<file path="config.mk">
export PLATFORM = sky130hd
export DESIGN_NAME = memStage
export DESIGN_NICKNAME = d
export VERILOG_FILES = /design/src/rtl/mipsPkg.sv /design/src/rtl/dataAccessIf.sv /design/src/rtl/memStage.sv /design/src/rtl/coprocessor0.sv /design/src/rtl/memAccessPrep.sv /design/src/rtl/instrDecoder.sv
export VERILOG_INCLUDE_DIRS = /design/src /design/src/rtl
export SDC_FILE = /design/constraint.sdc
export NUM_CORES = 1
export LEC_CHECK = 0
export BUFFER_PORTS_ARGS = -buffer_cell sky130_fd_sc_hd__buf_2
export CORE_AREA = 2 2 220 222
export DETAILED_ROUTE_END_ITERATION = 7
export DIE_AREA = 0 0 222 224
export PLACE_DENSITY = 0.52
export SYNTH_ARGS = -nofsm -noshare
export SYNTH_HDL_FRONTEND = slang
export SYNTH_SLANG_ARGS = --single-unit
</file>
<file path="constraint.sdc">
create_clock -name clk -period 2.7 [get_ports clk]
set_clock_uncertainty 0.2 [all_clocks]
set_input_delay 0.135 -clock clk [delete_from_list [all_inputs] [get_ports clk]]
set_output_delay 0.135 -clock clk [all_outputs]
set_load 0.02 [all_outputs]
</file>
<file path="src/rtl/memStage_config.svh">
`ifndef MEM_STAGE_CONFIG_SVH
`define MEM_STAGE_CONFIG_SVH

// Data RAM window, byte addresses
`define DATA_START      32'h0000_0000
`define DATA_END        32'h0000_2FFF

// Timer register windows
`define TIMER0_START    32'h0000_7F00
`define TIMER0_END      32'h0000_7F0B
`define TIMER1_START    32'h0000_7F10
`define TIMER1_END      32'h0000_7F1B

// Count registers are read-only
`define TIMER0_COUNT    32'h0000_7F08
`define TIMER1_COUNT    32'h0000_7F18

// First user instruction, also the EPC value after reset
`define TEXT_START      32'h0000_3000

// Kernel handler entry
`define KTEXT_START     32'h0000_4180

// Processor ID returned by MFC0
`define PRID_VALUE      32'hBAAD_FACE

// Coprocessor 0 register numbers
`define CP0_SR          5'd12
`define CP0_CAUSE       5'd13
`define CP0_EPC         5'd14
`define CP0_PRID        5'd15

`endif
</file>
<file path="src/rtl/mipsPkg.sv">
package mipsPkg;

    // Data and instruction words
    typedef logic [31:0] word_t;

    // Address bits 31..2
    typedef logic [29:0] wordAddr_t;

    // GPR or CP0 register number
    typedef logic [4:0] regAddr_t;

    // Cause.ExcCode field
    typedef logic [4:0] excCode_t;

    // Hardware interrupt lines 7..2
    typedef logic [5:0] hwInt_t;

    parameter excCode_t excInt  = 5'd0;
    parameter excCode_t excAdEL = 5'd4;
    parameter excCode_t excAdES = 5'd5;

    // Instructions the memory stage cares about
    typedef enum logic [3:0] {
        instrOther,
        instrLw,
        instrLh,
        instrLhu,
        instrLb,
        instrLbu,
        instrSw,
        instrSh,
        instrSb,
        instrMfc0,
        instrMtc0,
        instrEret,
        instrBranch,
        instrJump
    } instrKind_t;

    typedef enum logic [2:0] {
        fcOther,
        fcMemRead,
        fcMemWrite,
        fcCp0,
        fcBranch,
        fcJump
    } funcClass_t;

    // Request to the pipeline controller
    typedef enum logic [1:0] {
        kNone  = 2'd0,
        kKtext = 2'd1,
        kEret  = 2'd2
    } kCtrl_t;

endpackage

</file>
<file path="src/rtl/dataAccessIf.sv">
`timescale 1ns/10ps

// Prepared data-memory access
interface dataAccessIf;
    mipsPkg::wordAddr_t wordAddr;
    logic [3:0]         byteEnable;
    mipsPkg::word_t     storeData;
    logic [1:0]         offset;
    mipsPkg::excCode_t  exc;

    modport prep (
        output wordAddr, byteEnable, storeData, offset, exc
    );

    modport stage (
        input wordAddr, byteEnable, storeData, offset, exc
    );

endinterface

</file>
<file path="src/rtl/memStage.sv">
`timescale 1ns/10ps

module memStage (
    input  logic                clk,
    input  logic                reset,
    input  logic                stall,
    input  logic                clr,
    // From execute
    input  mipsPkg::word_t      instrMem,
    input  mipsPkg::word_t      pcMem,
    input  mipsPkg::word_t      aluOutMem,
    input  mipsPkg::word_t      dataRtMem,
    input  mipsPkg::word_t      regWriteDataMem,
    input  mipsPkg::excCode_t   excMem,
    input  mipsPkg::regAddr_t   addrRtMem,
    input  mipsPkg::regAddr_t   addrRdMem,
    input  mipsPkg::regAddr_t   regWriteAddrMem,
    input  logic [1:0]          tNewMem,
    // Forwarding from writeback
    input  mipsPkg::regAddr_t   regAddrWb,
    input  mipsPkg::word_t      regDataWb,
    input  logic                disDm,
    input  mipsPkg::word_t      cp0Pc,
    input  mipsPkg::hwInt_t     hwInt,
    // MEM/WB register
    output mipsPkg::word_t      instrWb,
    output mipsPkg::word_t      pcWb,
    output mipsPkg::word_t      memWordWb,
    output logic [1:0]          offsetWb,
    output mipsPkg::regAddr_t   regWriteAddrWb,
    output mipsPkg::word_t      regWriteDataWb,
    output logic [1:0]          tNewWb,
    // Data memory bus
    output mipsPkg::word_t      dmPc,
    output mipsPkg::word_t      dmAddr,
    output mipsPkg::word_t      dmWData,
    output logic [3:0]          dmWe,
    input  mipsPkg::word_t      dmRData,
    // Kernel control
    output mipsPkg::kCtrl_t     kCtrl,
    output mipsPkg::wordAddr_t  epc,
    output logic                isBd
);

    mipsPkg::instrKind_t kindMem;
    mipsPkg::funcClass_t funcClassMem;
    mipsPkg::funcClass_t funcClassWb;
    mipsPkg::word_t      rtData;
    mipsPkg::excCode_t   excMerged;
    mipsPkg::word_t      cp0Data;
    mipsPkg::word_t      regWriteData;
    logic [1:0]          tNew;

    dataAccessIf acc ();

    instrDecoder i_decMem (
        .instr     (instrMem),
        .kind      (kindMem),
        .funcClass (funcClassMem)
    );

    // Writeback instruction, for the delay-slot check
    instrDecoder i_decWb (
        .instr     (instrWb),
        .kind      (),
        .funcClass (funcClassWb)
    );

    // Register 0 never forwards
    assign rtData = (regAddrWb == addrRtMem && regAddrWb != 5'd0) ? regDataWb : dataRtMem;

    memAccessPrep i_prep (
        .kind      (kindMem),
        .funcClass (funcClassMem),
        .addr      (aluOutMem),
        .storeData (rtData),
        .enable    (!disDm),
        .acc       (acc.prep)
    );

    assign dmPc    = pcMem;
    assign dmAddr  = {acc.wordAddr, 2'b00};
    assign dmWe    = acc.byteEnable;
    assign dmWData = acc.storeData;

    // Address fault in this stage outranks older exceptions
    assign excMerged = (acc.exc != mipsPkg::excInt) ? acc.exc : excMem;

    coprocessor0 i_cp0 (
        .clk           (clk),
        .reset         (reset),
        .pc            (cp0Pc),
        .wData         (rtData),
        .regId         (addrRdMem),
        .kind          (kindMem),
        .prevFuncClass (funcClassWb),
        .hwInt         (hwInt),
        .exc           (excMerged),
        .kCtrl         (kCtrl),
        .isBd          (isBd),
        .epc           (epc),
        .rData         (cp0Data)
    );

    always_comb begin
        if (kindMem == mipsPkg::instrMfc0) begin
            regWriteData = cp0Data;
        end else if (funcClassMem == mipsPkg::fcMemRead) begin
            regWriteData = dmRData;
        end else begin
            regWriteData = regWriteDataMem;
        end
    end

    assign tNew = (tNewMem != 2'd0) ? (tNewMem - 2'd1) : 2'd0;

    always_ff @(posedge clk) begin
        if (reset || clr) begin
            instrWb        <= '0;
            pcWb           <= '0;
            memWordWb      <= '0;
            offsetWb       <= '0;
            regWriteAddrWb <= '0;
            regWriteDataWb <= '0;
            tNewWb         <= '0;
        end else if (!stall) begin
            instrWb        <= instrMem;
            pcWb           <= pcMem;
            memWordWb      <= dmRData;
            offsetWb       <= acc.offset;
            regWriteAddrWb <= regWriteAddrMem;
            regWriteDataWb <= regWriteData;
            tNewWb         <= tNew;
        end
    end

endmodule

</file>
<file path="src/rtl/coprocessor0.sv">
`timescale 1ns/10ps
`include "memStage_config.svh"

module coprocessor0 (
    input  logic                clk,
    input  logic                reset,
    input  mipsPkg::word_t      pc,
    input  mipsPkg::word_t      wData,
    input  mipsPkg::regAddr_t   regId,
    input  mipsPkg::instrKind_t kind,
    input  mipsPkg::funcClass_t prevFuncClass,
    input  mipsPkg::hwInt_t     hwInt,
    input  mipsPkg::excCode_t   exc,
    output mipsPkg::kCtrl_t     kCtrl,
    output logic                isBd,
    output mipsPkg::wordAddr_t  epc,
    output mipsPkg::word_t      rData
);

    localparam mipsPkg::word_t TextStart = `TEXT_START;
    localparam mipsPkg::word_t PrId      = `PRID_VALUE;

    // SR fields
    mipsPkg::hwInt_t    im;
    logic               exl;
    logic               ie;
    // Cause fields
    mipsPkg::hwInt_t    ip;
    mipsPkg::excCode_t  excCode;
    logic               bd;
    mipsPkg::wordAddr_t epcReg;

    mipsPkg::word_t     sr;
    mipsPkg::word_t     cause;
    mipsPkg::word_t     entryPc;
    logic               interrupt;
    logic               entry;
    logic               isEret;
    logic               isMtc0;
    logic               delaySlot;

    assign sr    = {16'b0, im, 8'b0, exl, ie};
    assign cause = {bd, 15'b0, ip, 3'b0, excCode, 2'b0};
    assign epc   = epcReg;

    assign interrupt = (|(im & hwInt)) && ie && !exl;
    assign entry     = interrupt || (exc != mipsPkg::excInt);
    assign isEret    = (kind == mipsPkg::instrEret);
    assign isMtc0    = (kind == mipsPkg::instrMtc0);

    // Instruction in writeback was a branch or jump, so this one is its delay slot
    assign delaySlot = (prevFuncClass == mipsPkg::fcBranch) ||
                       (prevFuncClass == mipsPkg::fcJump);
    assign entryPc   = delaySlot ? (pc - 32'd4) : pc;

    assign kCtrl = entry  ? mipsPkg::kKtext :
                   isEret ? mipsPkg::kEret  : mipsPkg::kNone;
    assign isBd  = entry && delaySlot;

    always_comb begin
        rData = '0;
        if (kind == mipsPkg::instrMfc0) begin
            case (regId)
                `CP0_SR:    rData = sr;
                `CP0_CAUSE: rData = cause;
                `CP0_EPC:   rData = {epcReg, 2'b00};
                `CP0_PRID:  rData = PrId;
                default:    rData = '0;
            endcase
        end
    end

    always_ff @(posedge clk) begin
        if (reset) begin
            im      <= '1;
            exl     <= 1'b0;
            ie      <= 1'b1;
            ip      <= '0;
            excCode <= mipsPkg::excInt;
            bd      <= 1'b0;
            epcReg  <= TextStart[31:2];
        end else begin
            ip <= hwInt;
            if (isEret) begin
                exl     <= 1'b0;
                excCode <= mipsPkg::excInt;
                bd      <= 1'b0;
            end else if (entry) begin
                exl     <= 1'b1;
                // Interrupts carry the zero code
                excCode <= exc;
                bd      <= delaySlot;
            end else if (isMtc0 && regId == `CP0_SR) begin
                im  <= wData[15:10];
                exl <= wData[1];
                ie  <= wData[0];
            end
            if (entry) begin
                epcReg <= entryPc[31:2];
            end else if (isMtc0 && regId == `CP0_EPC) begin
                epcReg <= wData[31:2];
            end
        end
    end

    // A return reported to the controller really leaves exception level
    eretLeavesExl: assert property (
        @(posedge clk) disable iff (reset) kCtrl == mipsPkg::kEret |=> !exl && !bd
    );

    // Entry without a simultaneous ERET leaves the core in exception level
    exlAfterEntry: assert property (
        @(posedge clk) disable iff (reset) (entry && !isEret) |=> exl
    );

    // Cause.BD only rises after an entry flagged as a delay slot
    bdFromDelaySlotEntry: assert property (
        @(posedge clk) disable iff (reset) $rose(bd) |-> $past(isBd)
    );

endmodule

</file>
<file path="src/rtl/memAccessPrep.sv">
`timescale 1ns/10ps
`include "memStage_config.svh"

module memAccessPrep (
    input  mipsPkg::instrKind_t kind,
    input  mipsPkg::funcClass_t funcClass,
    input  mipsPkg::word_t      addr,
    input  mipsPkg::word_t      storeData,
    input  logic                enable,
    dataAccessIf.prep           acc
);

    logic [1:0] offset;
    logic       inData;
    logic       inAnyRange;
    logic       isWordAcc;
    logic       isHalfAcc;
    logic       isLoad;
    logic       isStore;
    logic       toCountReg;

    function automatic logic inRange(
        input mipsPkg::word_t a,
        input mipsPkg::word_t lo,
        input mipsPkg::word_t hi
    );
        return (a >= lo) && (a <= hi);
    endfunction

    assign offset       = addr[1:0];
    assign acc.wordAddr = addr[31:2];
    assign acc.offset   = offset;

    assign isLoad  = (funcClass == mipsPkg::fcMemRead);
    assign isStore = (funcClass == mipsPkg::fcMemWrite);

    // Word and halfword accesses of either direction
    assign isWordAcc = (kind == mipsPkg::instrLw) || (kind == mipsPkg::instrSw);
    assign isHalfAcc = (kind == mipsPkg::instrLh) || (kind == mipsPkg::instrLhu) ||
                       (kind == mipsPkg::instrSh);

    assign inData     = inRange(addr, `DATA_START, `DATA_END);
    assign inAnyRange = inData ||
                        inRange(addr, `TIMER0_START, `TIMER0_END) ||
                        inRange(addr, `TIMER1_START, `TIMER1_END);
    assign toCountReg = (addr == `TIMER0_COUNT) || (addr == `TIMER1_COUNT);

    // Lane enables
    always_comb begin
        acc.byteEnable = 4'b0000;
        if (enable && isStore) begin
            case (kind)
                mipsPkg::instrSw: acc.byteEnable = 4'b1111;
                mipsPkg::instrSh: acc.byteEnable = offset[1] ? 4'b1100 : 4'b0011;
                mipsPkg::instrSb: acc.byteEnable = 4'b0001 << offset;
                default:          acc.byteEnable = 4'b0000;
            endcase
        end
    end

    // Move store data onto its byte lanes
    always_comb begin
        case (kind)
            mipsPkg::instrSh: acc.storeData = storeData << {offset[1], 4'b0000};
            mipsPkg::instrSb: acc.storeData = storeData << {offset, 3'b000};
            default:          acc.storeData = storeData;
        endcase
    end

    // Address checks, first match wins
    always_comb begin
        acc.exc = mipsPkg::excInt;
        if (isLoad) begin
            if ((isWordAcc && offset != 2'b00) || (isHalfAcc && offset[0])) begin
                acc.exc = mipsPkg::excAdEL;
            end else if (isHalfAcc && !inData) begin
                acc.exc = mipsPkg::excAdEL;
            end else if (!inAnyRange) begin
                acc.exc = mipsPkg::excAdEL;
            end
        end else if (isStore) begin
            if ((isWordAcc && offset != 2'b00) || (isHalfAcc && offset[0])) begin
                acc.exc = mipsPkg::excAdES;
            end else if (kind != mipsPkg::instrSw && !inData) begin
                // Sub-word stores only reach data RAM
                acc.exc = mipsPkg::excAdES;
            end else if (!inAnyRange || toCountReg) begin
                acc.exc = mipsPkg::excAdES;
            end
        end
    end

endmodule

</file>
<file path="src/rtl/instrDecoder.sv">
`timescale 1ns/10ps

module instrDecoder (
    input  mipsPkg::word_t      instr,
    output mipsPkg::instrKind_t kind,
    output mipsPkg::funcClass_t funcClass
);

    logic [5:0] opcode;
    logic [5:0] funct;
    logic [4:0] rs;
    logic [4:0] rt;

    assign opcode = instr[31:26];
    assign rs     = instr[25:21];
    assign rt     = instr[20:16];
    assign funct  = instr[5:0];

    always_comb begin
        kind = mipsPkg::instrOther;
        case (opcode)
            // JR and JALR
            6'h00: if (funct == 6'h08 || funct == 6'h09) kind = mipsPkg::instrJump;
            // REGIMM, BLTZ when rt is 0, BGEZ when rt is 1
            6'h01: if (rt == 5'd0 || rt == 5'd1) kind = mipsPkg::instrBranch;
            6'h02, 6'h03: kind = mipsPkg::instrJump;
            6'h04, 6'h05, 6'h06, 6'h07: kind = mipsPkg::instrBranch;
            6'h10: begin
                if (rs == 5'h00) begin
                    kind = mipsPkg::instrMfc0;
                end else if (rs == 5'h04) begin
                    kind = mipsPkg::instrMtc0;
                end else if (rs == 5'h10 && funct == 6'h18) begin
                    kind = mipsPkg::instrEret;
                end
            end
            6'h20: kind = mipsPkg::instrLb;
            6'h21: kind = mipsPkg::instrLh;
            6'h23: kind = mipsPkg::instrLw;
            6'h24: kind = mipsPkg::instrLbu;
            6'h25: kind = mipsPkg::instrLhu;
            6'h28: kind = mipsPkg::instrSb;
            6'h29: kind = mipsPkg::instrSh;
            6'h2B: kind = mipsPkg::instrSw;
            default: kind = mipsPkg::instrOther;
        endcase
    end

    always_comb begin
        case (kind)
            mipsPkg::instrLw, mipsPkg::instrLh, mipsPkg::instrLhu,
            mipsPkg::instrLb, mipsPkg::instrLbu:                 funcClass = mipsPkg::fcMemRead;
            mipsPkg::instrSw, mipsPkg::instrSh, mipsPkg::instrSb: funcClass = mipsPkg::fcMemWrite;
            mipsPkg::instrMfc0, mipsPkg::instrMtc0,
            mipsPkg::instrEret:                                  funcClass = mipsPkg::fcCp0;
            mipsPkg::instrBranch:                                funcClass = mipsPkg::fcBranch;
            mipsPkg::instrJump:                                  funcClass = mipsPkg::fcJump;
            default:                                             funcClass = mipsPkg::fcOther;
        endcase
    end

endmodule

</file>
==> results of run 1 <==
-- synthesized netlist by cell type, types with 14 or more instances --
cell	n
nor4_1	16
a22oi_1	15
xor2_1	19
nor2b_1	14
nand2_1	56
clkbuf_1	61
nor2_1	190
o21ai_1	18
buf_4	71
o22ai_1	27
a221oi_1	18
xnor2_1	14
o21ai_0	30
nand3_1	25
mux2i_1	137
nor3_1	48
a21oi_1	82
mux2_1	32
a211oi_1	19
dfxtp_1	187
-- repair_timing --
item	in CTS	in global routing
endpoints found under the setup margin	56	42
endpoints found under the hold margin	176	0
pin swaps	14	27
resized for setup	34	53
hold buffers	199	0
setup buffers	5	11
-- layout make-up --
| cell class | instances | area [um2] |
|---|---|---|
| Fill cell | 4764 | 29600 |
| Clock buffer | 19 | 453 |
| Timing Repair Buffer | 922 | 6220 |
| Multi-Input combinational cell | 902 | 6320 |
| Inverter | 6 | 22.5 |
| Tap cell | 615 | 769 |
| Sequential cell | 187 | 3750 |
| Antenna cell | 3 | 7.51 |
| Clock inverter | 12 | 168 |
-- metal layers --
layer	wire length (um)	vias up	global-route usage
li1	-	6014	-
met1	21000	6029	0.234
met2	25800	504	0.353
met3	3380	56	0.0479
met4	948	2	0.0536
met5	13	-	0
-- worst paths after layout --
check,startpoint,to,slack (ns)
worst max register to register,instrWb[4],i_cp0.epc[18],0.10
worst max-delay path,i_cp0.im[2],kCtrl[1],-0.006
worst min-delay path,excMem[0],i_cp0.excCode[4],0.05
worst min register to register,regWriteDataWb[19],regWriteDataWb[19],0.27
-- kinds of logic after synthesis --
family,count (synthesis),synth area share
and+or+nand+nor,426,0.199
AOI/OAI and AO/OA,260,0.158
DFF,187,0.353
muxes,180,0.175
buffers and inverters,166,0.0869
xor gates and xnor gates,33,0.0272
adders and majority gates,1,0.00118
other,1,0.000353
-- state kept, by name, indices dropped and copies added, names as in the netlist --
signal and count:
instrWb 32, memWordWb 32, pcWb 32, regWriteDataWb 32, i_cp0.epc 30, i_cp0.im 6, i_cp0.ip 6, i_cp0.excCode 5
regWriteAddrWb 5, offsetWb 2, tNewWb 2, i_cp0.bd 1, i_cp0.exl 1, i_cp0.ie 1
-- tightest hold or removal path: stages --
cell and delay (ns):
buf_2 0.12, nor2b_4 0.06, buf_4 0.15, a21oi_1 0.14, nor3_1 0.05
-- power by group --
group	switching, mW	leakage (nW)	internal, mW
registers	0.101	1.53	2.87
clock network	1.17	0.290	1.51
logic	1.02	6.56	0.891
-- through the flow --
step / setup WS, ns / cell area [um2] / power (mW) / util
floorplan: 0.0000648 / 10600 / 3.90 / -
global placement: -0.549 / 14600 / 4.63 / 0.308
detailed placement: -0.554 / 14600 / 4.65 / 0.308
CTS: -0.0970 / 17400 / 7.61 / 0.367
global route: -0.135 / 17700 / 7.90 / 0.374
finish: -0.00565 / 17700 / 7.57 / 0.374
==> run metrics, run 1 <==
Post-synth EDFFs 0; crit end category output port; cell chain of the critical path a22oi_2 > nand3_2 > a31oi_4 > nor2b_4 > and4bb_1 > nor2_4 > nor2_8 > inv_2 > nor3_2 > buf_4 > buf_6; Clk Latency, worst-skew pair 0.45 ns; maximum VDD drop 0.356 mV; WHS 0.0469 ns; sequential area share after synthesis 0.353; CP top delay family simple AND/OR/NAND/NOR gates; DRT antenna net count 0; Starting DRT DRC Count 714; vias per inst 4.73; # setup viols final 1; post-synthesis cell type count 69; clock-pin slew on the worst setup and hold paths 0.07 ns; status finished, violations left; CP Data Required Time 2.37 ns; initial core utilization 0.224; routability cong. 0.899; syn_area_per_cell 8.47 um2; I/O Buffers 557; synthesis-to-finish area growth 66.9%; vias post-DR 12.6k; Clock H-tree levels 4; routed len/inst 19.2 um; residual DRC count 0; layout cells sized above 1 0.412; Max stage delay cell, worst path dfxtp_2; RSZ-0062 raised after global routing yes; WHS Path Cells 5; Root Driver clkbuf_16; critical path depth in cells 11; core area 0.0473 mm2; leakage 8.38 nW; Boundary Pins 564; Crit path buffers/inverters 3; global-route usage over all layers 0.197; FF-to-FF path depth 10; ys async rst share 0; initial antenna violation count 3; most frequent cells in the layout buf_2 (547), dlygate4sd3_1 (199), nor2_1 (187); Vert. Die Dim 224 um; period utilization 1.00; max incr delay on CP 0.33 ns; dpl cells 2,419; Final Hold Vio Count 0; Fmax achieved 0.370 GHz; fin cells 2,666; Site Rows 80; top cells by area, synth dfxtp_1 (35%), mux2i_1 (13%), nor2_1 (6.7%); CTS tree built; critical path arrival 2.37 ns; MaxCap Viol Count 0; Most used DFF post-synth dfxtp_1; Nets 2,331; TritonRoute pass-1 iters 5; Synth Register Bits 187; most area-hungry cell type in the Yosys netlist dfxtp_1; Post-DP HPWL 39.5 mm; Crit Path Class flip-flop to output port; Synth Instances 1,254; synth warn 0; TritonCTS Buffers 17; Slew Viols, Final 0; drt total wl 51.1 mm; Fin Setup TNS -0.00565 ns; post-layout min period 2.71 ns; Clock Path Buffers 2; Rel. slew slack 0.522; failing checks negative setup slack; die span in x 222 um; number of global-route vias before repair 12.6k; min-delay worst type input port to flip-flop; crit path launch type flip-flop; largest net degree at the start of global routing 87; PwrDens 427 mW/mm2; commonest non-fill, non-tap cell in the layout buf_2; top-area cell type share of the netlist area 0.353; first-pass GRT wire length 74.3 mm; final setup margin -0.00565 ns; Mapped Area 0.0106 mm2; CTS Sinks 187; worst slew pin tran 0.717 ns; grt ovf 0; Crit Path Max Fanout 3; Die ar. 0.0497 mm2
(Power assumes the default switching activity.)
==> run 2: changes to the inputs <==
Settings changed: REMOVE_ABC_BUFFERS set to 1.
==> run metrics, run 2 (synthesis gave the netlist of run 1 again) <==
Clock Path Buffers 2; worst slew pin tran 0.780 ns; Nets 2,315; Multi-input gate area 0.00633 mm2; # setup viols final 2; FF-to-FF path depth 10; Root Driver clkbuf_16; grt ovf 0; residual DRC count 0; Slew Viols, Final 0; Final Hold Vio Count 0; die span in x 222 um; min-delay worst type input port to flip-flop; Site Rows 80; status finished, violations left; Fmax achieved 0.364 GHz; routability cong. 0.841; core area 0.0473 mm2; Rel. slew slack 0.475; cell chain of the critical path a22oi_2 > nand3_2 > a31oi_4 > nor2b_4 > and4bb_2 > nor2_4 > nor2_8 > inv_4 > nor3_4 > buf_6; layout cells sized above 1 0.407; crit end category output port; commonest non-fill, non-tap cell in the layout buf_2; Starting DRT DRC Count 827; TritonRoute pass-1 iters 5; Clock H-tree levels 4; PwrDens 421 mW/mm2; initial antenna violation count 17; Vert. Die Dim 224 um; CP Data Required Time 2.37 ns; RSZ-0062 raised after global routing yes; Die ar. 0.0497 mm2; TritonCTS Buffers 17; initial core utilization 0.224; pre-CTS setup slack -0.237 ns; Clk Latency, worst-skew pair 0.49 ns; Fin Setup TNS -0.0569 ns; Layout Utilization 0.372; maximum VDD drop 0.336 mV; most frequent cells in the layout buf_2 (547), dlygate4sd3_1 (200), nor2_1 (187); CTS tree built; leakage 8.36 nW; Crit Path Class flip-flop to output port; final setup margin -0.0442 ns; critical path arrival 2.41 ns; routed len/inst 20.5 um; max incr delay on CP 0.34 ns; largest net degree at the start of global routing 70; Max stage delay cell, worst path dfxtp_2; clock-pin slew on the worst setup and hold paths 0.08 ns; Post-DP HPWL 41.5 mm; post-layout min period 2.74 ns; FILL cells 4,799; number of global-route vias before repair 12.6k; first-pass GRT wire length 77.7 mm; failing checks negative setup slack; WHS Path Cells 5; CTS Sinks 187; Boundary Pins 564; synthesis-to-finish area growth 66.1%; MaxCap Viol Count 0; Seq. cell area 0.00375 mm2; Crit Path Max Fanout 4; I/O Buffers 557; drt total wl 54.4 mm; period utilization 1.02; global-route usage over all layers 0.211; vias per inst 4.72; vias post-DR 12.5k; crit path launch type flip-flop; DRT antenna net count 0
run 2: changes by cell type in the layout (fill, tap and decap cells not counted), sizes merged:
cell and delta:
clkbuf +3, buf -20, clkinv -2, inv +5
diode +2, bufinv -3, dlygate4sd3 +1
run 2: power by group:
| part | switching [mW] | internal [mW] |
|---|---|---|
| logic | 1.04 | 0.886 |
| registers | 0.0897 | 2.87 |
| clock network | 1.29 | 1.25 |
| total | 2.43 | 5.00 |
run 2: metal layers:
layer	up-vias	track usage	routed length (um)
li1	5983	-	-
met1	5949	0.241	22200
met2	493	0.374	27100
met3	79	0.0651	3740
met4	20	0.0735	1280
met5	-	0	124
run 2: per-stage QoR:
step	hold WS, ns	std cells	total power, mW	area (um2)
after global placement	0.0702	2398	4.63	14500
after global routing	0.0374	2652	7.79	17600
after CTS	0.000536	2639	7.50	17300
after floorplan	-0.000354	1095	3.68	9720
after detailed placement	0.0702	2398	4.64	14500
final	0.0279	2652	7.43	17600
run 2: what timing repair did:
action / CTS / global route
setup buffers: 10 / 9
hold buffers: 200 / 0
hold endpoints to repair: 179 / 0
gates resized for setup: 28 / 60
pin swaps: 9 / 35
cloned: 0 / 1
setup endpoints to repair: 35 / 51
run 2: final timing paths:
path	from	endpoint	slack (ns)
setup / recovery	i_cp0.im[0]	kCtrl[1]	-0.04
hold / removal	cp0Pc[14]	i_cp0.epc[12]	0.03
setup reg to reg	instrWb[5]	i_cp0.epc[23]	0.12
hold reg to reg	regWriteDataWb[1]	regWriteDataWb[1]	0.27
run 2: area by class of cell:
class / count / share of cell area
multi-input combinational: 902 / 0.359
tap: 615 / 0.0436
clock inverter: 12 / 0.00589
sequential: 187 / 0.213
antenna: 5 / 0.000710
clock buffer: 19 / 0.0257
timing repair buffer: 906 / 0.351
inverter: 6 / 0.00142
run 2: critical path: cells and delay by family, from the launching register on:
family | cells | cell delay [ns]
buffers and inverters | 2 | 0.20
DFF | 1 | 0.34
AOI/OAI and AO/OA | 2 | 0.40
and+or+nand+nor | 6 | 0.99
